### src/tcp_tx_params.svh
`ifndef TCP_TX_PARAMS_SVH
`define TCP_TX_PARAMS_SVH

// log2 of the payload ring buffer size in bytes
`define TCP_TX_RAM_DEPTH 10

// log2 of the number of segments that can be in flight
`define TCP_TX_PKT_DEPTH 3

// idle cycles before a non-empty open segment is closed
`define TCP_TX_WAIT_TICKS 20

`endif

### src/tcp_tx_pkg.sv
package tcp_tx_pkg;

  typedef logic [31:0] tcp_num_t;   // sequence or ack number
  typedef logic [15:0] tcp_len_t;   // segment length in bytes
  typedef logic [1:0]  cfg_addr_t;

  // one entry of the in-flight table
  typedef struct packed {
    logic        present;  // entry valid
    logic        sent;     // transmitted at least once
    tcp_num_t    start;    // seq of first byte
    tcp_len_t    length;
    logic [7:0]  tries;    // transmissions so far
    logic [31:0] timer;    // ticks left before retransmit
  } tcp_pkt_t;

  // configuration register map
  localparam cfg_addr_t reg_mss   = 2'd0;
  localparam cfg_addr_t reg_rto   = 2'd1;
  localparam cfg_addr_t reg_tries = 2'd2;

  localparam tcp_len_t    mss_reset   = 16'd64;
  localparam logic [31:0] rto_reset   = 32'd2000;
  localparam logic [7:0]  tries_reset = 8'd5;

endpackage

### src/tcp_tx_strm.sv
`timescale 1ns/1ns
`include "tcp_tx_params.svh"

module tcp_tx_strm (
  input  logic                         clk,
  input  logic                         arst_n,
  input  logic                         init,
  input  logic                         pend,
  input  tcp_tx_pkg::tcp_num_t         pend_seq,
  input  tcp_tx_pkg::tcp_len_t         pend_len,
  input  logic                         send,
  input  logic [7:0]                   rd_dat,
  output logic                         req,
  output tcp_tx_pkg::tcp_num_t         req_seq,
  output tcp_tx_pkg::tcp_len_t         req_len,
  output logic [`TCP_TX_RAM_DEPTH-1:0] addr,
  output logic [7:0]                   strm_dat,
  output logic                         strm_val,
  output logic                         strm_sof,
  output logic                         strm_eof,
  output logic                         done
);
  import tcp_tx_pkg::*;

  logic     busy;   // from send until done
  logic     rd_en;  // addr holds a byte to read
  logic     first;
  logic     last_rd;
  logic     load;
  tcp_len_t cnt;    // bytes left to read

  assign load     = pend && !busy && !req;
  assign last_rd  = rd_en && cnt == 16'd1;
  assign strm_dat = rd_dat;

  always_ff @(posedge clk or negedge arst_n) begin
    if (!arst_n) begin
      {req, busy, rd_en, first} <= '0;
      {strm_val, strm_sof, strm_eof, done} <= '0;
    end else if (init) begin
      {req, busy, rd_en, first} <= '0;
      {strm_val, strm_sof, strm_eof, done} <= '0;
    end else begin
      strm_val <= rd_en; // strobes trail addr by the read latency
      strm_sof <= rd_en && first;
      strm_eof <= last_rd;
      done     <= last_rd;
      if (rd_en) first <= 1'b0;
      if (last_rd) rd_en <= 1'b0;
      if (done) busy <= 1'b0;
      if (req && send) begin
        req   <= 1'b0;
        busy  <= 1'b1;
        rd_en <= 1'b1;
        first <= 1'b1;
      end else if (load) begin
        req <= 1'b1;
      end
    end
  end

  always_ff @(posedge clk) begin
    if (load) begin
      req_seq <= pend_seq;
      req_len <= pend_len;
    end
    if (req && send) begin
      addr <= req_seq[`TCP_TX_RAM_DEPTH-1:0];
      cnt  <= req_len;
    end else if (rd_en) begin
      addr <= addr + 1'b1;
      cnt  <= cnt - 1'b1;
    end
  end

endmodule

### config.mk
export PLATFORM = sky130hd
export DESIGN_NAME = tcp_tx_strm
export DESIGN_NICKNAME = d
export VERILOG_FILES = /design/src/tcp_tx_pkg.sv /design/src/tcp_tx_strm.sv
export VERILOG_INCLUDE_DIRS = /design/src /design/src/src
export SDC_FILE = /design/constraint.sdc
export NUM_CORES = 1
export LEC_CHECK = 0
export BUFFER_PORTS_ARGS = -buffer_cell sky130_fd_sc_hd__buf_2
export CAP_MARGIN = 20
export CORE_ASPECT_RATIO = 1.1
export CORE_MARGIN = 3
export CORE_UTILIZATION = 51
export CTS_CLUSTER_DIAMETER = 40
export DETAILED_ROUTE_END_ITERATION = 6
export GPL_ROUTABILITY_DRIVEN = 0
export HOLD_SLACK_MARGIN = 0.12
export PLACE_DENSITY = 0.84
export SETUP_SLACK_MARGIN = 0.02
export SYNTH_ARGS = -nofsm -noshare
export SYNTH_HDL_FRONTEND = slang
export SYNTH_SLANG_ARGS = --single-unit
### constraint.sdc
create_clock -name clk -period 9.99 [get_ports clk]
set_input_delay 1.998 -clock clk [delete_from_list [all_inputs] [get_ports clk]]
set_output_delay 1.998 -clock clk [all_outputs]
set_load 0.02 [all_outputs]
; ---- Yosys cells after proc, flatten, opt, wreduce, memory -nomap -nowiden
; Cells that the tools add are included.
[word_totals]
word_cells = 45
output_inout_bits = 71
regBits = 81
[classes]
n_mux = 19
n_addsub = 2
eq_ne = 1
reduce_logical = 12
[op_table]
columns = operator, n
row1 = 2-to-1 mux 16 bit, 2
row2 = 2-to-1 mux 10 bit, 2
row3 = "== test 16 x 1 -> 1 bit, second input constant", 1
row4 = "subtractor 16 x 1 -> 16 bit, second input constant", 1
row5 = 2-to-1 mux 1 bit, 15
row6 = nonzero test 3 bit, 4
row7 = "adder 10 x 1 -> 10 bit, second input constant", 1
row8 = logical AND 1 bit, 5
row9 = zero test 1 bit, 2
row10 = nonzero test 2 bit, 1

; ---- Depth between registers and ports, before layout
; Gate-level depths: netlist of run 1.
[depth]
word_depth = 6
mapped_depth = 6
mapped_depth_nobuf = 6

; ---- Worst setup path before layout of run 1
; Ideal clock, no wire load.
[synth_timing]
kind = input port to flip-flop
start = input pend
end = register req_len[0] (enable)
arrival_time_ns = 5.550
required_ns = 9.465
path_slack_ns = 3.914
cell_stages = 1
path_cell_list = nor3b_1
[synth_between]
elab_chain_cells = 2
[synth_lines]
columns = item, line_no
row1 = from (decl), tcp_tx_strm.sv:8  ; input logic pend,
row2 = logical AND 1 bit (2 in series), tcp_tx_strm.sv:32  ; assign load = pend && !busy && !req;
row3 = to (signal assigned), tcp_tx_strm.sv:65  ; req_len <= pend_len;
row4 = to (decl), tcp_tx_strm.sv:15  ; output tcp_tx_pkg::tcp_len_t req_len,
; No other way between the ends.
; A chain may end at the register's enable or synchronous reset.

; ---- Worst setup path after layout of run 1
[layout_timing]
start = input rd_dat[0]
end = output strm_dat[0]
[layout_rtl]
columns = item, line_no
row1 = from (decl), tcp_tx_strm.sv:12  ; input logic [7:0] rd_dat,
row2 = to (decl), tcp_tx_strm.sv:17  ; output logic [7:0] strm_dat,
; No word-level cell between the ends.

==> impl_metrics.yaml, run 1 <==
status:
  status: "complete, no violations"
die:
  fp.dieArea_um2: 7360
  start_util_pct: 54.5
  ios: 132
  die_h_um: 89.7
  die_w_um: 82.1
  rows: 29
  coreArea_um2: 5950
critical_path:
  path_depth: 0
  start_kind: "input pin"
  crit_type: "input pin to output port"
  arrival_ps: 2000
  path_max_fanout: 1
  reg2reg_depth: 3
  crit_path_end_kind: "output port"
  cp_data_required_time_ps: 7990
clock_network:
  clockBufferDepth: 2
  tritoncts: "done"
  cts.sinks: 81
  cts-root-buf: "clkbuf_8"
  post_cts_buffers: 0
  hold_buffers: 0
  cts_resized: 0
  htree_levels: 3
  cts_buffers: 9
  cts.reportedPaths.clkPinSlew_ps: 90
  insertion_delay_ps: 350
synthesis:
  synthCells: 225
  syn_area_um2: 3250
  ys_seq_area_share_pct: 73.9
  synthAdderAreaFrac_pct: 1.16
  synth_compound_area_share_pct: 5.24
  yosys.area_share.simple_pct: 11.3
  yosysWarnings: 0
  synth_top_family_by_area: "simple AND/OR/NAND/NOR gates"
  synth.avg_cell_area_um2: 14.4
  synth.net_count: 289
  synth-xor-area-share_pct: 5.13
  ys_types: 32
  ys_seq_elements: 81
  synthArstFlopShare_pct: 8.64
  ys.flop_type: "edfxtp_1"
  synthMuxAreaShare_pct: 0.347
  synth_edf_count: 74
placed_design:
  portBuffers: 115
  dpl.hpwl_um: 4530
  placed_area_um2: 3850
power_and_ir_drop:
  leakage_nw: 1.64
  peakVddDrop_mv: 0.140
  power-per-cell-area_nw_per_um2: 194
sta:
  slew_headroom_pct: 35.6
  hold_viol: 0
  max_freq_mhz: 250
  period_needed_ps: 4000
  finalSetupViolCount: 0
  final.period_utilization_pct: 40.0
  finalClockSkew_ps: 9.10
  slew_violations: 0
  rsz0062_at_grt: "false"
  worst_slew_pin_slew_ps: 962
  fin_tns_setup_ps: 0
route:
  avgViaCountPerCell: 5.14
  wirelength_um: 6520
  drc: 0
  dr.pass1.iters: 6
  vias: 2163
  final_antenna_net_count: 0
  wl_per_cell_um: 15.5
  drtIter0Drc: 182
global_route:
  grt_util_all_layers_pct: 18.4
  grt_pass1_wl_um: 10000
  grt_pass1_vias: 2169
  grt_max_degree: 56
  grt_overflow: 0
  grt_antenna_before_repair: 0
min_path:
  hold_depth: 1
  hold_path.class: "flop to flop"
cells_and_area:
  multi_input_area_um2: 758
  final_area_um2: 4110
  fillers: 433
  drive_gt1_share_pct: 40.4
  seq_area_um2: 2400
  num_antenna_cells: 0
  area_delta_synth_final_pct: 26.6
  nets: 403
run:
  cap_violations: 0
==> routing by layer <==
| metal | vias to the layer above | part of all wire, % | GRT usage, % |
|---|---|---|---|
| met5 | - | 0 | 0 |
| met2 | 80 | 51 | 28.6 |
| li1 | 1046 | - | - |
| met1 | 1027 | 39 | 22.9 |
| met4 | 0 | 1.4 | 11.0 |
| met3 | 10 | 7.9 | 5.49 |
==> synth_stat cells (all sizes together) (2+ instances only) <==
cell type / count / share of area (%)
edfxtp: 74 / 68
nor2: 33 / 3.8
a21oi: 26 / 4.0
nand2: 10 / 1.2
xor2: 10 / 2.7
buf: 9 / 2.1
xnor2: 9 / 2.4
dfrtp: 7 / 5.4
clkbuf: 5 / 0.58
nand3: 5 / 0.77
nand4: 4 / 0.77
nor3: 4 / 0.62
a31oi: 3 / 0.58
ha: 3 / 1.2
inv: 3 / 0.35
nand2b: 3 / 0.58
nor4: 3 / 1.2
nor2b: 2 / 0.39
nor3b: 2 / 0.46
==> worst reg2reg max path: cells and delay by family, from the launching register on <==
family | cells | cell delay [ps]
flops | 1 | 430
buf+inv | 1 | 330
simple gates | 2 | 1260
==> cell type report <==
cell class | instances | share of cell area (%)
multi-input cells | 127 | 18.5
well taps | 77 | 2.35
inverters | 3 | 0.274
clock inverters | 7 | 3.08
clock buffers | 9 | 3.02
repair buffers | 117 | 14.5
flip-flops and latches | 81 | 58.4
==> cells by family after synthesis <==
logic type / after synthesis
AO/OA/AOI/OAI: 32
flip-flops: 81
buffers and inverters: 17
XOR/XNOR: 19
adder cells (fa/ha/maj): 3
multiplexers: 1
AND/OR/NAND/NOR: 72
==> final timing paths <==
kind / start / end / slack [ps]
setup / recovery: rd_dat[0] / strm_dat[0] / 5990
hold / removal: first / strm_sof / 510
setup reg to reg: req / cnt[2] / 7730
hold reg to reg: first / strm_sof / 510
max in group asynchronous: arst_n / done / 8370
min in group asynchronous: arst_n / first / 1460
==> per-stage QoR <==
stage          cells  hold slack [ps]  utilization, %  power, W  setup slack (ps)
2_1_floorplan    225              455               -  0.000482              3910
3_5_place_dp     404              495            64.6  0.000513              5750
4_1_cts          420              517            68.8  0.000803              5990
3_3_place_gp     404              475            64.6  0.000510              5850
6_report         421              515            69.0  0.000798              5990
5_1_grt          421              559            69.0  0.000829              5990
==> state kept, by name, summed over array words and instances (netlist names) <==
name,flops
cnt,16
rd_en,1
busy,1
done,1
first,1
req,1
strm_val,1
addr,10
req_seq,32
req_len,16
strm_sof,1
==> power breakdown <==
| part | internal [W] | switching [W] | total, W |
|---|---|---|---|
| registers | 0.000402 | 0.0000160 | 0.000418 |
| logic | 0.0000320 | 0.0000559 | 0.0000879 |
| clock network | 0.000169 | 0.000123 | 0.000292 |
| total | 0.000603 | 0.000195 | 0.000798 |
==> cell usage in the layout (no fill, tap or decap), types with 2 or more instances in the layout <==
cell type  netlist  final
nand2_1          9      8
xor2_1          10     10
nor3_1           4      4
edfxtp_1        74     74
nand2_2          1      2
nor2_1          33     33
ha_1             3      3
nor2b_1          2      2
bufinv_16        0      3
inv_1            3      3
nand3_1          5      5
buf_2            0    115
xnor2_1          9      9
clkbuf_8         0      9
a21oi_1         26     26
dfrtp_1          7      7
nand2b_1         3      3
a31oi_1          3      3
nand4_1          4      4
(Power assumes the default switching activity.)
==> inputs of run 2 (changes only) <==
Settings changed: CORE_UTILIZATION 51 to 48, PLACE_DENSITY 0.84 to 0.8.
Clock period 9.99 ns to 3.69 ns, I/O delays scaled along.
==> run 2 against run 1 <==
Against the previous run: sequential cell count is the same; clock-buffer cell count unchanged; design area decreased by 0.85%; worst hold slack worse by 310 ps; clock skew up 0.92 ps; sequential share of layout area rose by 0.50 points; combinational power grew to 2.7 times the previous value; non-clock buffer count up 1; critical endpoint is now cnt[14].
==> impl_metrics.yaml, run 2 (same netlist as run 1, synthesis figures left out) <==
status:
  status: "complete, no violations"
sta:
  final.period_utilization_pct: 59.7
  max_freq_mhz: 454
  rsz0062_at_grt: "false"
  hold_viol: 0
  slew_violations: 0
  finalClockSkew_ps: 10.0
  period_needed_ps: 2200
  finalSetupViolCount: 0
  slew_headroom_pct: 46.5
  fin_tns_setup_ps: 0
  worst_hold_slack_ps: 201
  worst_slew_pin_slew_ps: 801
cells_and_area:
  num_antenna_cells: 0
  area_delta_synth_final_pct: 25.5
  largest-register: "req_seq"
  seq_area_um2: 2400
  final_util_pct: 64.2
  nets: 404
  top_regs: "req_seq: 32 flops, cnt: 16 flops, req_len: 16 flops"
  fillers: 493
  layout_common_cells: "buf_2 (115), edfxtp_1 (74), nor2_1 (33)"
  multi_input_area_um2: 764
  drive_gt1_share_pct: 40.6
  final_area_um2: 4070
  post_layout_nonfiller_instances: 425
  largest_register_ffs: 32
  final_common_cell: "buf_2"
power_and_ir_drop:
  p_comb_share_pct: 11.8
  power-per-cell-area_nw_per_um2: 496
  swShare_pct: 26.0
  power_frac_seq_pct: 56.1
  clkPwrFrac_pct: 32.2
  leakage_nw: 1.62
  power.internal_w: 0.00149
  peakVddDrop_mv: 0.309
  power_switching_w: 0.000525
die:
  die_h_um: 92.2
  die_w_um: 84.4
  coreArea_um2: 6340
  start_util_pct: 51.2
  ios: 132
  fp.dieArea_um2: 7790
  rows: 30
critical_path:
  reg2reg_depth: 6
  worstSetupStartpoint: "cnt[0]"
  critical_path.top_delay_family: "simple AND/OR/NAND/NOR gates"
  crit_type: "flop to flop"
  start_kind: "flop"
  cp_data_required_time_ps: 3770
  regToRegSetupSlack_ps: 1490
  crit_path_end_kind: "flop"
  cpPeakStageDelay_ps: 670
  crit_chain: "inv_1, ha_1, nor3b_1, nand4_1, xor2_1, a21oi_1"
  r2r_start: "cnt[0]"
  arrival_ps: 2280
  slowest_stage: "nor3b_1"
  r2r-end: "cnt[14]"
  path_max_fanout: 6
  critPathBufInv: 1
route:
  final_antenna_net_count: 0
  wirelength_um: 6320
  wl_per_cell_um: 14.9
  avgViaCountPerCell: 5.09
  drc: 0
  vias: 2165
  dr.pass1.iters: 4
  drtIter0Drc: 126
clock_network:
  cts.sinks: 81
  post_cts_buffers: 0
  cts_buffers: 9
  cts-root-buf: "clkbuf_8"
  cts_resized: 0
  insertion_delay_ps: 350
  hold_buffers: 0
  clockBufferDepth: 2
  cts.reportedPaths.clkPinSlew_ps: 90
  tritoncts: "done"
  htree_levels: 3
min_path:
  hold_path.class: "input pin to asynchronous set/reset pin"
global_route:
  grt_util_all_layers_pct: 17.0
  grt_max_degree: 55
  grt_antenna_before_repair: 0
  grt_pass1_wl_um: 10200
  grt_overflow: 0
  grt_pass1_vias: 2303
run:
  cap_violations: 0
placed_design:
  portBuffers: 115
  numPlacedInstances: 409
  dpl.hpwl_um: 4470
  placed_area_um2: 3870
-- run 2: changes by cell type in the layout (fill, tap and decap cells not counted) --
cell       previous run  this run
bufinv_16             3         1
inv_8                 1         0
buf_6                 1         0
nor3b_4               0         1
clkinv_4              1         2
buf_4                 1         3
clkinv_2              0         1
nor3b_2               1         0
inv_6                 1         2
-- run 2: worst max-delay path by stage --
| stage | to | slack, ps | cells after the start |
|---|---|---|---|
| 6_report | cnt[14] | 1490 | 6 |
| 5_1_grt | cnt[10] | 1350 | 6 |
| 4_1_cts | cnt[14] | 1520 | 6 |
| 3_5_place_dp | cnt[14] | 1520 | 6 |
| 3_3_place_gp | cnt[12] | 1680 | 6 |
| 2_1_floorplan | req_len[0] | 600 | 1 |
-- run 2: cell type report --
type	count	area share, %
Inverter	3	0.276
Clock buffer	9	3.04
Timing Repair Buffer	118	14.7
Multi-Input combinational cell	127	18.8
Clock inverter	7	1.90
Tap cell	80	2.46
Sequential cell	81	58.9
-- run 2: metrics by stage --
stage                     worst slack, ps  power [W]
after detailed placement             1520    0.00139
final                                1490    0.00202
after floorplan                       598    0.00130
after CTS                            1520    0.00204
after global placement               1680    0.00138
after global routing                 1350    0.00210
-- run 2: per-layer routing --
metal / vias to the layer above / routed length, µm / track usage [%]
met1: 1017 / 2490 / 18.8
met4: 0 / 133 / 9.37
met5: - / 0 / 0
met2: 87 / 3150 / 28.2
met3: 11 / 546 / 6.38
li1: 1050 / - / -
-- run 2: worst reg2reg max path, stage by stage (launching register included) --
cell and delay [ps]:
edfxtp_1 480, inv_1 100, ha_1 180, nor3b_1 670, nand4_1 220, xor2_1 210
a21oi_1 80
-- run 2: power by group through the flow --
| stage | Clock [W] | Combinational [W] | Sequential, W |
|---|---|---|---|
| 2_1_floorplan | 0 | 0.0000956 | 0.00121 |
| 3_3_place_gp | 0 | 0.000235 | 0.00115 |
| 3_5_place_dp | 0 | 0.000241 | 0.00115 |
| 4_1_cts | 0.000666 | 0.000241 | 0.00113 |
| 5_1_grt | 0.000697 | 0.000260 | 0.00114 |
| 6_report | 0.000649 | 0.000238 | 0.00113 |
==> inputs of run 3 (changes only) <==
Settings changed: CORE_UTILIZATION 48 to 43, PLACE_DENSITY 0.8 to 0.75.
Clock period 3.69 ns to 1.8 ns, I/O delays scaled along.
==> run 3 against run 2 <==
Against the previous run: clock-buffer cell count is the same; die area rose by 11%; clock skew up 3.1 ps; critical path depth shrank 3; sequential power increased by 110%.
==> impl_metrics.yaml, run 3 (same netlist as run 1, synthesis figures left out) <==
status:
  status: "complete, no violations"
global_route:
  grt_antenna_before_repair: 0
  grt_util_all_layers_pct: 15.6
  grt_pass1_wl_um: 10400
  grt_max_degree: 50
  grt_pass1_vias: 2227
  grt_overflow: 0
critical_path:
  arrival_ps: 1810
  r2r_start: "cnt[3]"
  crit_path_end_kind: "flop"
  slowest_stage: "or4_1"
  worstSetupStartpoint: "cnt[3]"
  crit_type: "flop to flop"
  start_kind: "flop"
  cpPeakStageDelay_ps: 610
  path_max_fanout: 5
  crit_chain: "or4_1, o41ai_1, a31oi_1"
  cp_data_required_time_ps: 1880
cells_and_area:
  multi_input_area_um2: 790
  drive_gt1_share_pct: 43.7
  final_area_um2: 4210
  num_antenna_cells: 0
  fillers: 600
  final_util_pct: 58.7
  area_delta_synth_final_pct: 29.7
  layout_common_cells: "buf_2 (115), edfxtp_1 (74), nor2_1 (33)"
  final_common_cell: "buf_2"
  largest-register: "req_seq"
  nets: 416
  top_regs: "req_seq: 32 flops, cnt: 16 flops, req_len: 16 flops"
  seq_area_um2: 2400
  largest_register_ffs: 32
run:
  cap_violations: 0
die:
  start_util_pct: 45.3
  coreArea_um2: 7170
  rows: 32
  fp.dieArea_um2: 8630
  die_h_um: 97.1
  ios: 132
  die_w_um: 88.8
sta:
  final.period_utilization_pct: 96.2
  finalSetupViolCount: 0
  hold_viol: 0
  rsz0062_at_grt: "true"
  max_freq_mhz: 578
  slew_violations: 0
  finalClockSkew_ps: 13.2
  slew_headroom_pct: 78.1
  worst_slew_pin_slew_ps: 325
  period_needed_ps: 1730
clock_network:
  insertion_delay_ps: 350
  cts.sinks: 81
  clockBufferDepth: 2
  htree_levels: 3
  tritoncts: "done"
  cts_buffers: 9
  cts.reportedPaths.clkPinSlew_ps: 90
  cts-root-buf: "clkbuf_8"
route:
  dr.pass1.iters: 4
  drc: 0
  drtIter0Drc: 123
  wl_per_cell_um: 14.5
  final_antenna_net_count: 0
  avgViaCountPerCell: 4.86
  vias: 2150
  wirelength_um: 6400
min_path:
  hold_path.class: "input pin to flop"
  hp-start: "pend_seq[7]"
placed_design:
  placed_area_um2: 3960
  portBuffers: 115
  dpl.hpwl_um: 4570
power_and_ir_drop:
  peakVddDrop_mv: 1.00
  power-per-cell-area_nw_per_um2: 995
  leakage_nw: 1.68
==> run 3: cell count changes in the layout (fill, tap and decap cells not counted), sizes merged <==
cell and delta:
buf +11, clkinv -2, clkinvlp +1, dlygate4sd3 +1, inv +1
==> run 3: final cells by class <==
type	count	area share [%]
Sequential cell	81	57.0
Clock buffer	9	2.94
Clock inverter	7	1.81
Timing Repair Buffer	130	16.7
Tap cell	85	2.53
Multi-Input combinational cell	127	18.8
Inverter	3	0.268
==> run 3: path summary, 6_finish.rpt <==
path                       cells past startpoint  slack [ps]         end
setup reg to reg                               3          70      cnt[7]
hold / removal                                 1         180  req_seq[7]
max in group asynchronous                      2        1260         req
setup / recovery                               3          70      cnt[7]
min in group asynchronous                      2         380    strm_sof
hold reg to reg                                1         480    strm_sof
==> run 3: stage by stage <==
| step | TNS [ps] | power [W] | cells | worst slack (ps) | hold slack (ps) |
|---|---|---|---|---|---|
| finish | 0 | 0.00419 | 442 | 68.5 | 182 |
| global route | -8.76 | 0.00438 | 442 | -8.76 | 162 |
| CTS | 0 | 0.00422 | 439 | 81.9 | 167 |
| detailed placement | 0 | 0.00288 | 422 | 76.3 | 203 |
| global placement | 0 | 0.00286 | 422 | 117 | 195 |
| floorplan | -18690 | 0.00267 | 225 | -384 | 64.4 |
==> run 3: per-layer routing <==
metal | part of all wire, % | vias to the layer above | track usage, % | routed length (µm)
met5 | 0 | - | 0 | 0
met4 | 1.3 | 0 | 5.81 | 82
met3 | 9.0 | 9 | 6.19 | 573
met2 | 48 | 80 | 24.6 | 3100
met1 | 41 | 993 | 19.0 | 2640
li1 | - | 1068 | - | -
==> run 3: report_power, final <==
part | internal (W) | leakage, nW | switching, W
logic | 0.000206 | 0.790 | 0.000317
registers | 0.00223 | 0.794 | 0.0000866
clock network | 0.000653 | 0.0966 | 0.000694
==> run 3: worst max-delay path: cells and delay by family, from the launching register on <==
kind	cells	cell delay, ps
DFF	1	490
and+or+nand+nor	1	610
AOI/OAI and AO/OA	2	390
==> run 3: repair_timing <==
action / in CTS / in global routing
hold endpoints to repair: 7 / 0
setup buffers: 0 / 3
endpoints found under the setup margin: 0 / 4
hold buffers: 1 / 0
gates resized for setup: 0 / 4
