===== src/tcp_tx_params.svh =====
`ifndef TCP_TX_PARAMS_SVH
`define TCP_TX_PARAMS_SVH

// log2 of the payload ring buffer size in bytes
`define TCP_TX_RAM_DEPTH 10

// log2 of the number of segments that can be in flight
`define TCP_TX_PKT_DEPTH 3

// idle cycles before a non-empty open segment is closed
`define TCP_TX_WAIT_TICKS 20

`endif


===== src/tcp_tx_pkg.sv =====
package tcp_tx_pkg;

  typedef logic [31:0] tcp_num_t;   // sequence or ack number
  typedef logic [15:0] tcp_len_t;   // segment length in bytes
  typedef logic [1:0]  cfg_addr_t;

  // one entry of the in-flight table
  typedef struct packed {
    logic        present;  // entry valid
    logic        sent;     // transmitted at least once
    tcp_num_t    start;    // seq of first byte
    tcp_len_t    length;
    logic [7:0]  tries;    // transmissions so far
    logic [31:0] timer;    // ticks left before retransmit
  } tcp_pkt_t;

  // configuration register map
  localparam cfg_addr_t reg_mss   = 2'd0;
  localparam cfg_addr_t reg_rto   = 2'd1;
  localparam cfg_addr_t reg_tries = 2'd2;

  localparam tcp_len_t    mss_reset   = 16'd64;
  localparam logic [31:0] rto_reset   = 32'd2000;
  localparam logic [7:0]  tries_reset = 8'd5;

endpackage


===== src/tcp_tx_regs.sv =====
`timescale 1ns/1ns

module tcp_tx_regs (
  input  logic                  clk,
  input  logic                  arst_n,
  input  logic                  cfg_we,
  input  tcp_tx_pkg::cfg_addr_t cfg_addr,
  input  logic [31:0]           cfg_wdata,
  output tcp_tx_pkg::tcp_len_t  mss,
  output logic [31:0]           rto,
  output logic [7:0]            max_tries
);
  import tcp_tx_pkg::*;

  always_ff @(posedge clk or negedge arst_n) begin
    if (!arst_n) begin
      mss       <= mss_reset;
      rto       <= rto_reset;
      max_tries <= tries_reset;
    end else if (cfg_we) begin
      case (cfg_addr)
        reg_mss: begin
          if (cfg_wdata[15:0] != '0) begin // zero payload makes no sense
            mss <= cfg_wdata[15:0];
          end
        end
        reg_rto: begin
          rto <= cfg_wdata;
        end
        reg_tries: begin
          max_tries <= cfg_wdata[7:0];
        end
        default: begin
        end
      endcase
    end
  end

endmodule


===== config.mk =====
export PLATFORM = sky130hd
export DESIGN_NAME = tcp_tx_regs
export DESIGN_NICKNAME = d
export VERILOG_FILES = /design/src/tcp_tx_params.svh /design/src/tcp_tx_pkg.sv /design/src/tcp_tx_regs.sv
export SDC_FILE = /design/constraint.sdc
export NUM_CORES = 1
export LEC_CHECK = 0
export ABC_AREA = 1
export BUFFER_PORTS_ARGS = -buffer_cell sky130_fd_sc_hd__buf_2
export CAP_MARGIN = 20
export CORE_ASPECT_RATIO = 1.1
export CORE_MARGIN = 5
export CORE_UTILIZATION = 45
export CTS_BUF_LIST = sky130_fd_sc_hd__clkbuf_4
export DETAILED_ROUTE_END_ITERATION = 7
export GPL_ROUTABILITY_DRIVEN = 0
export MAX_ROUTING_LAYER = met4
export PLACE_DENSITY = 0.84
export SLEW_MARGIN = 0
export SYNTH_ARGS = -nofsm -noshare
export SYNTH_HDL_FRONTEND = slang
export SYNTH_SLANG_ARGS = --single-unit
export TNS_END_PERCENT = 100

===== constraint.sdc =====
create_clock -name clk -period 0.9 [get_ports clk]
set_clock_uncertainty 0.1 [all_clocks]
set_input_delay 0.18 -clock clk [delete_from_list [all_inputs] [get_ports clk]]
set_output_delay 0.18 -clock clk [all_outputs]
set_load 0.03 [all_outputs]

Word-level counts from Yosys, hierarchy flattened
Cells that the tools add are included.
Word-level totals
  register bits after elaboration: 56
  bits of input ports: 37
  word-level logic and storage cells: 10
Operators by class
  reductions and logical operators: 5
  eq/ne operators: 2
Operator list (count)
  $reduce_bool 16->1: 1
  $reduce_and 2->1: 2
  $reduce_and 3->1: 1
  $eq 2x1->1 const B: 1
  $eq 2x2->1 const B: 1
  $logic_not 2->1: 1

Depth between registers and ports, before layout
Gate-level depths: netlist (run 1).
  depth after elaboration: 2
  gate-level depth with buffers: 8

Least setup slack after synthesis (run 1)
Ideal clock, no wire load.
  path type: input-to-reg
  start: in cfg_wdata[9]
  end: reg mss[0]
  arrival: 0.837 ns
  cell stages on the path: 7
  data required time: 0.682 ns
  library setup time: 0.118 ns
  path slack: -0.155 ns
  path buffers: 1
  cells stage by stage: nor2_1 -> nand2_1 -> nor2_1 -> nand2_2 -> buf_2 -> nand3_1 -> nand2_1
Between the ends
  word-level cells in the longest chain between the ends: 2
Ends and longest elaborated chain
  from (decl): RTL line tcp_tx_regs.sv:8  | input logic [31:0] cfg_wdata,
  $reduce_bool 16->1: RTL line tcp_tx_regs.sv:23  | if (cfg_wdata[15:0] != '0) begin
  $reduce_and 3->1 (no line)
  to (signal assigned): RTL line tcp_tx_regs.sv:17  | mss <= mss_reset;
  to (signal assigned): RTL line tcp_tx_regs.sv:24  | mss <= cfg_wdata[15:0];
  to (decl): RTL line tcp_tx_regs.sv:9  | output tcp_tx_pkg::tcp_len_t mss,
Every way passes these cells.
A chain may end at the register's enable or synchronous reset.

Final worst setup path (run 1)
  start: reg mss[6]
  end: out mss[6]
No word-level cell between the ends.

==> results of run 1 <==
## cells by family after synthesis
kind of cell / Yosys count / share of synthesized area (%)
and+or+nand+nor: 85 / 15.8
DFF: 56 / 61.0
muxes: 24 / 15.6
buffers and inverters: 17 / 4.21
AOI/OAI and AO/OA: 16 / 3.46
## repair_timing
item,CTS,global route
endpoints found under the hold margin,72,13
resized for setup,113,27
setup endpoints to repair,56,85
setup buffers,19,13
hold buffers,4,10
## how the worst max path moves through the flow
stage	startpoint	to	depth (start not counted)
CTS	mss[6]	mss[6]	1
floorplan	cfg_addr[1]	rto[11]	4
finish	mss[6]	mss[6]	1
global placement	cfg_wdata[11]	mss[7]	8
detailed placement	cfg_wdata[11]	mss[15]	8
global route	mss[6]	mss[6]	1
## cell usage in the layout, fill, tap and decap left out, types with 8 or more instances in the layout
cell,n
dfrtp_1,47
dfstp_2,9
buf_2,36
buf_4,43
inv_1,8
mux2_4,24
nand3_1,16
buf_6,68
dlygate4sd3_1,14
nand2_1,49
## power by group through the flow
stage          clock, mW  sequential [mW]  combinational [mW]
6_report            1.08             3.37                3.34
5_1_grt             1.20             3.42                3.51
4_1_cts             1.09             3.32                3.05
3_5_place_dp           0             3.27                2.29
3_3_place_gp           0             3.25                2.24
2_1_floorplan          0             4.16               0.569
## state kept, by name, indices dropped and copies added (netlist names)
signal	count
max_tries	8
mss	16
rto	32
## layout make-up
type,instances,area (sq um)
Sequential cell,56,1410
Tap cell,58,72.6
Fill cell,309,1090
Timing Repair Buffer,165,1490
Inverter,9,37.5
Clock inverter,2,7.51
Clock buffer,6,45.0
Multi-Input combinational cell,125,850
## metal layers
metal / GRT usage (%) / share of wire, % / up-vias
met4: 5.25 / 1.6 / 0
met5: - / 0 / -
met1: 25.1 / 40 / 1000
met2: 37.1 / 54 / 74
met3: 4.78 / 4.8 / 12
li1: - / - / 969
==> results.sh, run 1 <==
export IMPL_worst_hold_path_endpoint="rto[23]"
export IMPL_grt_pass1_wl_um=10800
export IMPL_syn_nets=235
export IMPL_power_switching_mw=2.73
export IMPL_ys_top_cells_by_area="dfrtp_1 51%, mux2_4 16%, dfstp_2 10%"
export IMPL_clk_latency_ns=0.37
export IMPL_placed_cells=369
export IMPL_reg2reg_from="rto[23]"
export IMPL_p_leak_nw=2.06
export IMPL_root_buffer="clkbuf_4"
export IMPL_postRouteAntennaNets=0
export IMPL_hold_path_class="primary input to register"
export IMPL_firstDrtPassIters=4
export IMPL_dieHeight_um=85.2
export IMPL_power_internal_mw=5.05
export IMPL_dieArea_sq_um=6680
export IMPL_power_density_nw_per_um2=1990
export IMPL_yosysTopAreaCell="dfrtp_1"
export IMPL_antenna_found_initial=0
export IMPL_synth_common_cells="54 x nand2_1, 47 x dfrtp_1, 24 x mux2_4"
export IMPL_cts_buffers=5
export IMPL_dp_slack_ns=-0.375
export IMPL_final_net_count=399
export IMPL_async_flop_share_pct=100
export IMPL_setup_worst_path_class="register to output port"
export IMPL_fin_setup_tns_ns=-20.92
export IMPL_io_pins=93
export IMPL_wl_um=7160
export IMPL_violations="hold timing, setup timing"
export IMPL_area_delta_synth_final_pct=69.0
export IMPL_grt_usage_pct=21.4
export IMPL_dpl_hpwl_um=4350
export IMPL_syn_avg_cell_area_sq_um=11.7
export IMPL_finalHoldViolCount=3
export IMPL_post_dp_cell_area_sq_um=3080
export IMPL_r2r_end="rto[23]"
export IMPL_syn_inst=198
export IMPL_cts_tree="done"
export IMPL_synth_edff_count=0
export IMPL_finalNonFillerCells=421
export IMPL_drive_gt1_share_pct=57.0
export IMPL_status="complete, but fails checks"
export IMPL_die_x_um=78.4
export IMPL_crit_buf_inv=1
export IMPL_syn_area_sq_um=2320
export IMPL_cp_required_ns=0.62
export IMPL_holdPathStages=2
export IMPL_peakVddDrop_v=0.00116
export IMPL_hold_ws_ns=-0.0400
export IMPL_design_area_sq_um=3910
export IMPL_fin_util_pct=78.3
export IMPL_wl_per_cell_um=17.0
export IMPL_ys_ff_latch=56
export IMPL_overflow=0
export IMPL_htree_levels=2
export IMPL_core_region_area_sq_um=5000
export IMPL_clkTransAtPathRegs_ns=0.15
export IMPL_grt_pass1_vias=2136
export IMPL_max_slew_margin_pct=75.3
export IMPL_numPortBuffers=92
export IMPL_cts_sinks=56
export IMPL_yosys_warnings=0
export IMPL_critical_path_arrival_ns=1.08
export IMPL_rsz0062_at_grt="true"
export IMPL_initial_core_util_pct=46.3
export IMPL_p_seq_share_pct=43.3
export IMPL_hp_start="cfg_wdata[23]"
export IMPL_drt_vias_per_instance=4.88
export IMPL_cpPeakStageDelay_ns=0.58
export IMPL_cp_max_fo=2
export IMPL_antennaDiodeCount=0
export IMPL_clk_path_buf_depth=2
export IMPL_swShare_pct=35.1
export IMPL_power_mw=7.78
export IMPL_max_freq_ghz=0.735
export IMPL_drv_slew=0
export IMPL_pwr_share_clk_pct=13.8
export IMPL_ys_types=16
export IMPL_setup_ws_ns=-0.461
export IMPL_yosysMostFrequentCell="nand2_1"
export IMPL_grt_max_degree=32
export IMPL_endpoint_kind="output port"
export IMPL_setup_viol=77
export IMPL_reg2reg_depth=2
export IMPL_critPathLaunchType="register"
export IMPL_path_cells="buf_6"
export IMPL_r2r_slack_ns=-0.13
export IMPL_drc=0
export IMPL_period_needed_ns=1.36
export IMPL_comb_power_share_pct=42.9
export IMPL_netlist_area_leader_share_pct=50.8
export IMPL_synth_top_flop_cell="dfrtp_1"
export IMPL_drt_iter0_drc=104
export IMPL_cp_top_family="flip-flops"
export IMPL_fin_crit_sh_pct=151
export IMPL_num_vias=2055
export IMPL_cp_slowest_cell="dfstp_2"
export IMPL_yosysSeqAreaShare_pct=61.0
export IMPL_tightest_slew_ns=0.369
export IMPL_cap_viol_max_count=0
export IMPL_rows=27
(Power assumes the default switching activity.)
==> run 2, diff against run 1 <==
- CORE_UTILIZATION: 45 -> 49
- PLACE_DENSITY: 0.84 -> 0.9
- SETUP_SLACK_MARGIN: default -> 0.15
==> results.sh, run 2 (synthesis results as in run 1) <==
export IMPL_grt_max_degree=57
export IMPL_post_dp_cell_area_sq_um=3070
export IMPL_final_cell_mix="102 x buf_6, 30 x dfrtp_2, 25 x nand2_1, 25 x buf_2, 24 x mux2_4"
export IMPL_rows=26
export IMPL_top_register="rto"
export IMPL_cts_tree="done"
export IMPL_finalHoldViolCount=18
export IMPL_setup_viol=81
export IMPL_crit_buf_inv=1
export IMPL_clk_path_buf_depth=2
export IMPL_holdBufCountCts=1
export IMPL_core_region_area_sq_um=4620
export IMPL_critPathLaunchType="register"
export IMPL_cp_max_fo=2
export IMPL_grt_usage_pct=24.7
export IMPL_antenna_found_initial=0
export IMPL_violations="hold timing, setup timing"
export IMPL_status="complete, but fails checks"
export IMPL_dieHeight_um=82.1
export IMPL_dpl_hpwl_um=4020
export IMPL_comb_power_share_pct=44.2
export IMPL_cts_sinks=56
export IMPL_overflow=0
export IMPL_wl_met1_um=3520
export IMPL_clkTransAtPathRegs_ns=0.16
export IMPL_initial_core_util_pct=50.1
export IMPL_drv_slew=0
export IMPL_fin_crit_sh_pct=154
export IMPL_setup_ws_ns=-0.490
export IMPL_firstDrtPassIters=4
export IMPL_p_leak_nw=2.12
export IMPL_hold_path_class="primary input to register"
export IMPL_max_freq_ghz=0.719
export IMPL_path_cells="buf_6"
export IMPL_final_common_cell="buf_6"
export IMPL_num_vias=2315
export IMPL_tightest_slew_ns=0.350
export IMPL_wl_um=10200
export IMPL_design_area_sq_um=4320
export IMPL_cp_top_family="flip-flops"
export IMPL_power_mw=8.35
export IMPL_cap_viol_max_count=0
export IMPL_drive_gt1_share_pct=81.5
export IMPL_largest_reg_flops=32
export IMPL_critical_path_arrival_ns=1.11
export IMPL_rsz0062_at_grt="true"
export IMPL_cts_buffers=5
export IMPL_clk_latency_ns=0.38
export IMPL_cp_required_ns=0.62
export IMPL_numPortBuffers=92
export IMPL_drt_iter0_drc=209
export IMPL_fin_setup_tns_ns=-23.53
export IMPL_peakVddDrop_v=0.00131
export IMPL_drc=0
export IMPL_grt_pass1_wl_um=11100
export IMPL_drt_vias_per_instance=5.62
export IMPL_period_needed_ns=1.39
export IMPL_grt_pass1_vias=2175
export IMPL_pwr_share_clk_pct=14.0
export IMPL_area_delta_synth_final_pct=86.4
export IMPL_cpPeakStageDelay_ns=0.59
export IMPL_endpoint_kind="output port"
export IMPL_die_x_um=75.6
export IMPL_cp_slowest_cell="dfstp_2"
export IMPL_setup_worst_path_class="register to output port"
export IMPL_routed_top_layer="met4"
export IMPL_power_density_nw_per_um2=1940
export IMPL_io_pins=93
export IMPL_power_internal_mw=5.27
export IMPL_htree_levels=2
export IMPL_dieArea_sq_um=6200
export IMPL_postRouteAntennaNets=0
export IMPL_swShare_pct=36.9
export IMPL_reg_top3="rto x32, mss x16, max_tries x8"
export IMPL_hold_ws_ns=-0.0956
export IMPL_p_seq_share_pct=41.9
export IMPL_nFillCells=120
export IMPL_antennaDiodeCount=0
export IMPL_seq_area_sq_um=1450
export IMPL_max_slew_margin_pct=76.6
export IMPL_final_net_count=392
export IMPL_dp_slack_ns=-0.361
export IMPL_root_buffer="clkbuf_4"
export IMPL_wl_met2_um=5260
export IMPL_multiInputGateArea_sq_um=1120
export IMPL_wl_per_cell_um=24.7
export IMPL_power_switching_mw=3.08
export IMPL_wl_met3_um=872
-- run 2: cell types whose count changed in the layout (fill, tap and decap cells not counted), moves of 7 or more --
| cell | change |
|---|---|
| dfrtp_1 | -30 |
| nand2_2 | +15 |
| buf_4 | -20 |
| buf_6 | +34 |
| nand3_1 | -15 |
| o21ai_0 | -7 |
| dlygate4sd3_1 | -13 |
| nand3_2 | +11 |
| dfrtp_2 | +30 |
| nand2_4 | +8 |
| nand2_1 | -24 |
| buf_2 | -11 |
-- run 2: final cells by class --
type | count | share of cell area [%]
repair buffers | 157 | 36.6
flip-flops and latches | 56 | 33.6
multi-input cells | 126 | 26.0
well taps | 56 | 1.62
clock buffers | 7 | 1.22
inverters | 9 | 0.870
clock inverters | 1 | 0.0870
-- run 2: layer usage --
metal  global-route usage, %  vias to the layer above
li1                        -                      960
met1                    28.1                     1153
met2                    43.9                      158
met3                    5.69                       44
met4                    5.77                        0
met5                       -                        -
-- run 2: final timing paths --
check                                to  cells past startpoint          start  slack (ns)
min in group asynchronous        rto[1]                      3         arst_n        0.27
max in group asynchronous  max_tries[0]                      3         arst_n        0.18
max reg2reg                     rto[30]                      3        rto[30]       -0.24
min reg2reg                max_tries[2]                      2   max_tries[2]        0.41
max                              rto[4]                      1         rto[4]       -0.49
min                             rto[28]                      2  cfg_wdata[28]        -0.1
-- run 2: repair_timing --
item | CTS | global route
endpoints found under the hold margin | 74 | 18
cloned | 1 | 2
pin swaps | 32 | 27
setup buffers | 19 | 16
setup endpoints to repair | 112 | 125
gates resized for setup | 178 | 72
-- run 2: power by group through the flow --
| stage | clock network (mW) | logic [mW] | registers [mW] |
|---|---|---|---|
| 6_report | 1.17 | 3.69 | 3.50 |
| 4_1_cts | 1.12 | 3.12 | 3.37 |
| 3_5_place_dp | 0 | 2.27 | 3.30 |
| 5_1_grt | 1.27 | 3.83 | 3.52 |
| 3_3_place_gp | 0 | 2.22 | 3.28 |
| 2_1_floorplan | 0 | 0.570 | 4.21 |
-- run 2: stage by stage --
| step | util (%) | std cells |
|---|---|---|
| after CTS | 84.0 | 394 |
| final | 93.4 | 412 |
| after detailed placement | 66.5 | 365 |
| after floorplan | - | 198 |
| after global placement | 66.5 | 365 |
| after global routing | 93.4 | 412 |
==> run 3, diff against run 2 <==
- CELL_PAD_IN_SITES_DETAIL_PLACEMENT: default -> 1
- CELL_PAD_IN_SITES_GLOBAL_PLACEMENT: default -> 1
- CORE_UTILIZATION: 49 -> 38
- PLACE_DENSITY: 0.9 -> 0.91
==> results.sh, run 3 <==
export IMPL_synth_common_cells="54 x nand2_1, 47 x dfrtp_1, 24 x mux2_4"
export IMPL_synth_compound_area_share_pct=3.46
export IMPL_syn_avg_cell_area_sq_um=11.7
export IMPL_clk_path_buf_depth=2
export IMPL_stop_error="[ERROR DPL-0033] detailed placement checks failed during check placement."
export IMPL_rows=29
export IMPL_yosysTopAreaCell="dfrtp_1"
export IMPL_cts_buffers=5
export IMPL_syn_area_sq_um=2320
export IMPL_worst_ep_kind="primary output"
export IMPL_yosys_area_share_simple_pct=15.8
export IMPL_antenna_found_initial=0
export IMPL_dpl_hpwl_um=5060
export IMPL_cts_sinks=56
export IMPL_synth_top_family_by_area="simple AND/OR/NAND/NOR gates"
export IMPL_ys_top_cells_by_area="dfrtp_1 51%, mux2_4 16%, dfstp_2 10%"
export IMPL_htree_levels=2
export IMPL_initial_core_util_pct=39.6
export IMPL_post_dp_cell_area_sq_um=3110
export IMPL_grt_max_degree=42
export IMPL_root_buffer="clkbuf_4"
export IMPL_numPortBuffers=92
export IMPL_synth_top_flop_cell="dfrtp_1"
export IMPL_synth_edff_count=0
export IMPL_syn_nets=235
export IMPL_async_flop_share_pct=100
export IMPL_synthMuxAreaShare_pct=15.6
export IMPL_status="stopped before the end"
export IMPL_lastStage="global routing"
export IMPL_ys_types=16
export IMPL_synth_fa_ha_area_share_pct=0
export IMPL_netlist_area_leader_share_pct=50.8
export IMPL_yosysSeqAreaShare_pct=61.0
export IMPL_yosysMostFrequentCell="nand2_1"
export IMPL_dp_slack_ns=-0.375
export IMPL_io_pins=93
export IMPL_die_x_um=84.4
export IMPL_syn_inst=198
export IMPL_synthXorXnorAreaFrac_pct=0
export IMPL_ys_ff_latch=56
export IMPL_dieHeight_um=91.9
export IMPL_yosys_warnings=0
export IMPL_worstEndpointGrtRepair="rto[8]"
-- run 3: kinds of logic after synthesis --
group                  Yosys count
muxes                           24
buffers and inverters           17
and+or+nand+nor                 85
DFF                             56
AOI/OAI and AO/OA               16
-- run 3: metrics by stage --
| stage | cells | hold WS [ns] |
|---|---|---|
| 2_1_floorplan | 198 | -0.216 |
| 3_3_place_gp | 386 | 0.0756 |
| 3_5_place_dp | 386 | 0.0915 |
| 4_1_cts | 412 | -0.0939 |
-- run 3: repair_timing --
| action | in CTS |
|---|---|
| pin swaps | 29 |
| endpoints found under the hold margin | 73 |
| setup endpoints to repair | 112 |
| resized for setup | 172 |
| hold buffers | 1 |
| setup buffers | 15 |
| gates cloned | 2 |
==> run 4, diff against run 3 <==
- CELL_PAD_IN_SITES_DETAIL_PLACEMENT: 1 -> default
- CELL_PAD_IN_SITES_GLOBAL_PLACEMENT: 1 -> default
- CORE_ASPECT_RATIO: 1.1 -> default
- CORE_UTILIZATION: 38 -> 34
- CTS_BUF_LIST: sky130_fd_sc_hd__clkbuf_4 -> default
- MAX_ROUTING_LAYER: met4 -> default
- PLACE_DENSITY: 0.91 -> default
- PLACE_DENSITY_LB_ADDON: default -> 0.15
- SETUP_SLACK_MARGIN: 0.15 -> default
==> results.sh, run 4 (synthesis results as in run 1) <==
export IMPL_firstDrtPassIters=4
export IMPL_tightest_slew_ns=0.277
export IMPL_top_register="rto"
export IMPL_cpPeakStageDelay_ns=0.56
export IMPL_comb_power_share_pct=40.2
export IMPL_cts_buffers=5
export IMPL_power_internal_mw=5.28
export IMPL_p_seq_share_pct=42.0
export IMPL_cp_max_fo=2
export IMPL_hold_path_class="primary input to register"
export IMPL_cap_viol_max_count=0
export IMPL_power_mw=7.94
export IMPL_dpl_hpwl_um=4150
export IMPL_p_leak_nw=2.03
export IMPL_core_region_area_sq_um=6720
export IMPL_critPathLaunchType="register"
export IMPL_pwr_share_clk_pct=17.9
export IMPL_final_net_count=380
export IMPL_final_cell_mix="72 x buf_6, 47 x dfrtp_1, 44 x nand2_1"
export IMPL_initial_core_util_pct=34.5
export IMPL_cp_slowest_cell="dfstp_2"
export IMPL_dieHeight_um=92.5
export IMPL_htree_levels=2
export IMPL_grt_usage_pct=14.9
export IMPL_endpoint_kind="output port"
export IMPL_overflow=0
export IMPL_critical_path_arrival_ns=0.99
export IMPL_setup_viol=71
export IMPL_max_freq_ghz=0.789
export IMPL_clkTransAtPathRegs_ns=0.10
export IMPL_cts_tree="done"
export IMPL_io_pins=93
export IMPL_swShare_pct=33.5
export IMPL_wl_per_cell_um=14.5
export IMPL_path_cells="buf_6"
export IMPL_period_needed_ns=1.27
export IMPL_drive_gt1_share_pct=64.0
export IMPL_cts_sinks=56
export IMPL_design_area_sq_um=3950
export IMPL_holdBufCountCts=1
export IMPL_root_buffer="clkbuf_8"
export IMPL_crit_buf_inv=1
export IMPL_area_delta_synth_final_pct=70.7
export IMPL_clk_path_buf_depth=2
export IMPL_reg_top3="rto x32, mss x16, max_tries x8"
export IMPL_setup_ws_ns=-0.367
export IMPL_drt_vias_per_instance=4.46
export IMPL_antenna_found_initial=0
export IMPL_drc=0
export IMPL_power_switching_mw=2.66
export IMPL_antennaDiodeCount=0
export IMPL_drv_slew=0
export IMPL_drt_iter0_drc=52
export IMPL_grt_pass1_vias=2019
export IMPL_power_density_nw_per_um2=2010
export IMPL_postRouteAntennaNets=0
export IMPL_die_x_um=92.5
export IMPL_fin_util_pct=58.8
export IMPL_fin_crit_sh_pct=141
export IMPL_dieArea_sq_um=8560
export IMPL_finalHoldViolCount=0
export IMPL_numPortBuffers=92
export IMPL_grt_pass1_wl_um=10200
export IMPL_cp_top_family="flip-flops"
export IMPL_hold_ws_ns=0.000100
export IMPL_status="complete, but fails checks"
export IMPL_rows=30
export IMPL_peakVddDrop_v=0.000896
export IMPL_grt_max_degree=38
export IMPL_fin_setup_tns_ns=-15.25
export IMPL_clk_latency_ns=0.30
export IMPL_rsz0062_at_grt="true"
export IMPL_max_slew_margin_pct=81.5
export IMPL_setup_worst_path_class="register to output port"
export IMPL_cp_required_ns=0.62
export IMPL_final_common_cell="buf_6"
export IMPL_largest_reg_flops=32
export IMPL_post_dp_cell_area_sq_um=3060
export IMPL_violations="setup timing"
export IMPL_wl_um=6160
export IMPL_num_vias=1892
-- run 4: layout make-up --
type / count / area [sq um]
fillers: 565 / 2770
flip-flops and latches: 56 / 1410
repair buffers: 146 / 1360
multi-input cells: 125 / 945
well taps: 80 / 100
clock buffers: 7 / 86.3
inverters: 9 / 37.5
clock inverters: 1 / 7.51
-- run 4: stage by stage --
stage | setup WS [ns] | std cells
after floorplan | -0.145 | 198
after global placement | -0.360 | 387
after detailed placement | -0.373 | 387
after CTS | -0.382 | 416
after global routing | -0.414 | 424
final | -0.367 | 424
-- run 4: metal layers --
layer | up-vias | global-route usage (%) | routed length, um
met5 | - | 0 | 0
met4 | 0 | 3.34 | 53
met3 | 5 | 4.31 | 428
met2 | 64 | 23.7 | 2880
met1 | 893 | 20.2 | 2790
li1 | 930 | - | -
-- run 4: path summary, 6_finish.rpt --
| path | to | startpoint | cells past startpoint | slack [ns] |
|---|---|---|---|---|
| max | rto[6] | rto[6] | 1 | -0.37 |
| min | rto[29] | cfg_wdata[29] | 2 | 0.0001 |
| max reg2reg | rto[19] | rto[19] | 2 | -0.11 |
| min reg2reg | mss[6] | mss[6] | 2 | 0.38 |
| max in group asynchronous | rto[9] | arst_n | 3 | 0.10 |
| min in group asynchronous | rto[30] | arst_n | 3 | 0.30 |
-- run 4: worst reg2reg max path, cell delays in order, from the launching register on --
cell	delay [ns]
dfrtp_1	0.42
buf_6	0.13
mux2_4	0.25
-- run 4: timing repair --
| item | in CTS | in global routing |
|---|---|---|
| pin swaps | 10 | 12 |
| endpoints found under the hold margin | 64 | 11 |
| resized for setup | 136 | 40 |
| endpoints found under the setup margin | 83 | 94 |
| buffers inserted | 19 | 14 |
| gates cloned | 1 | 0 |
-- run 4: power by group through the flow --
stage / registers (mW) / clock network, mW / logic (mW)
2_1_floorplan: 4.16 / 0 / 0.569
3_3_place_gp: 3.26 / 0 / 2.25
3_5_place_dp: 3.26 / 0 / 2.26
4_1_cts: 3.32 / 1.48 / 3.04
5_1_grt: 3.39 / 1.61 / 3.38
6_report: 3.33 / 1.42 / 3.19
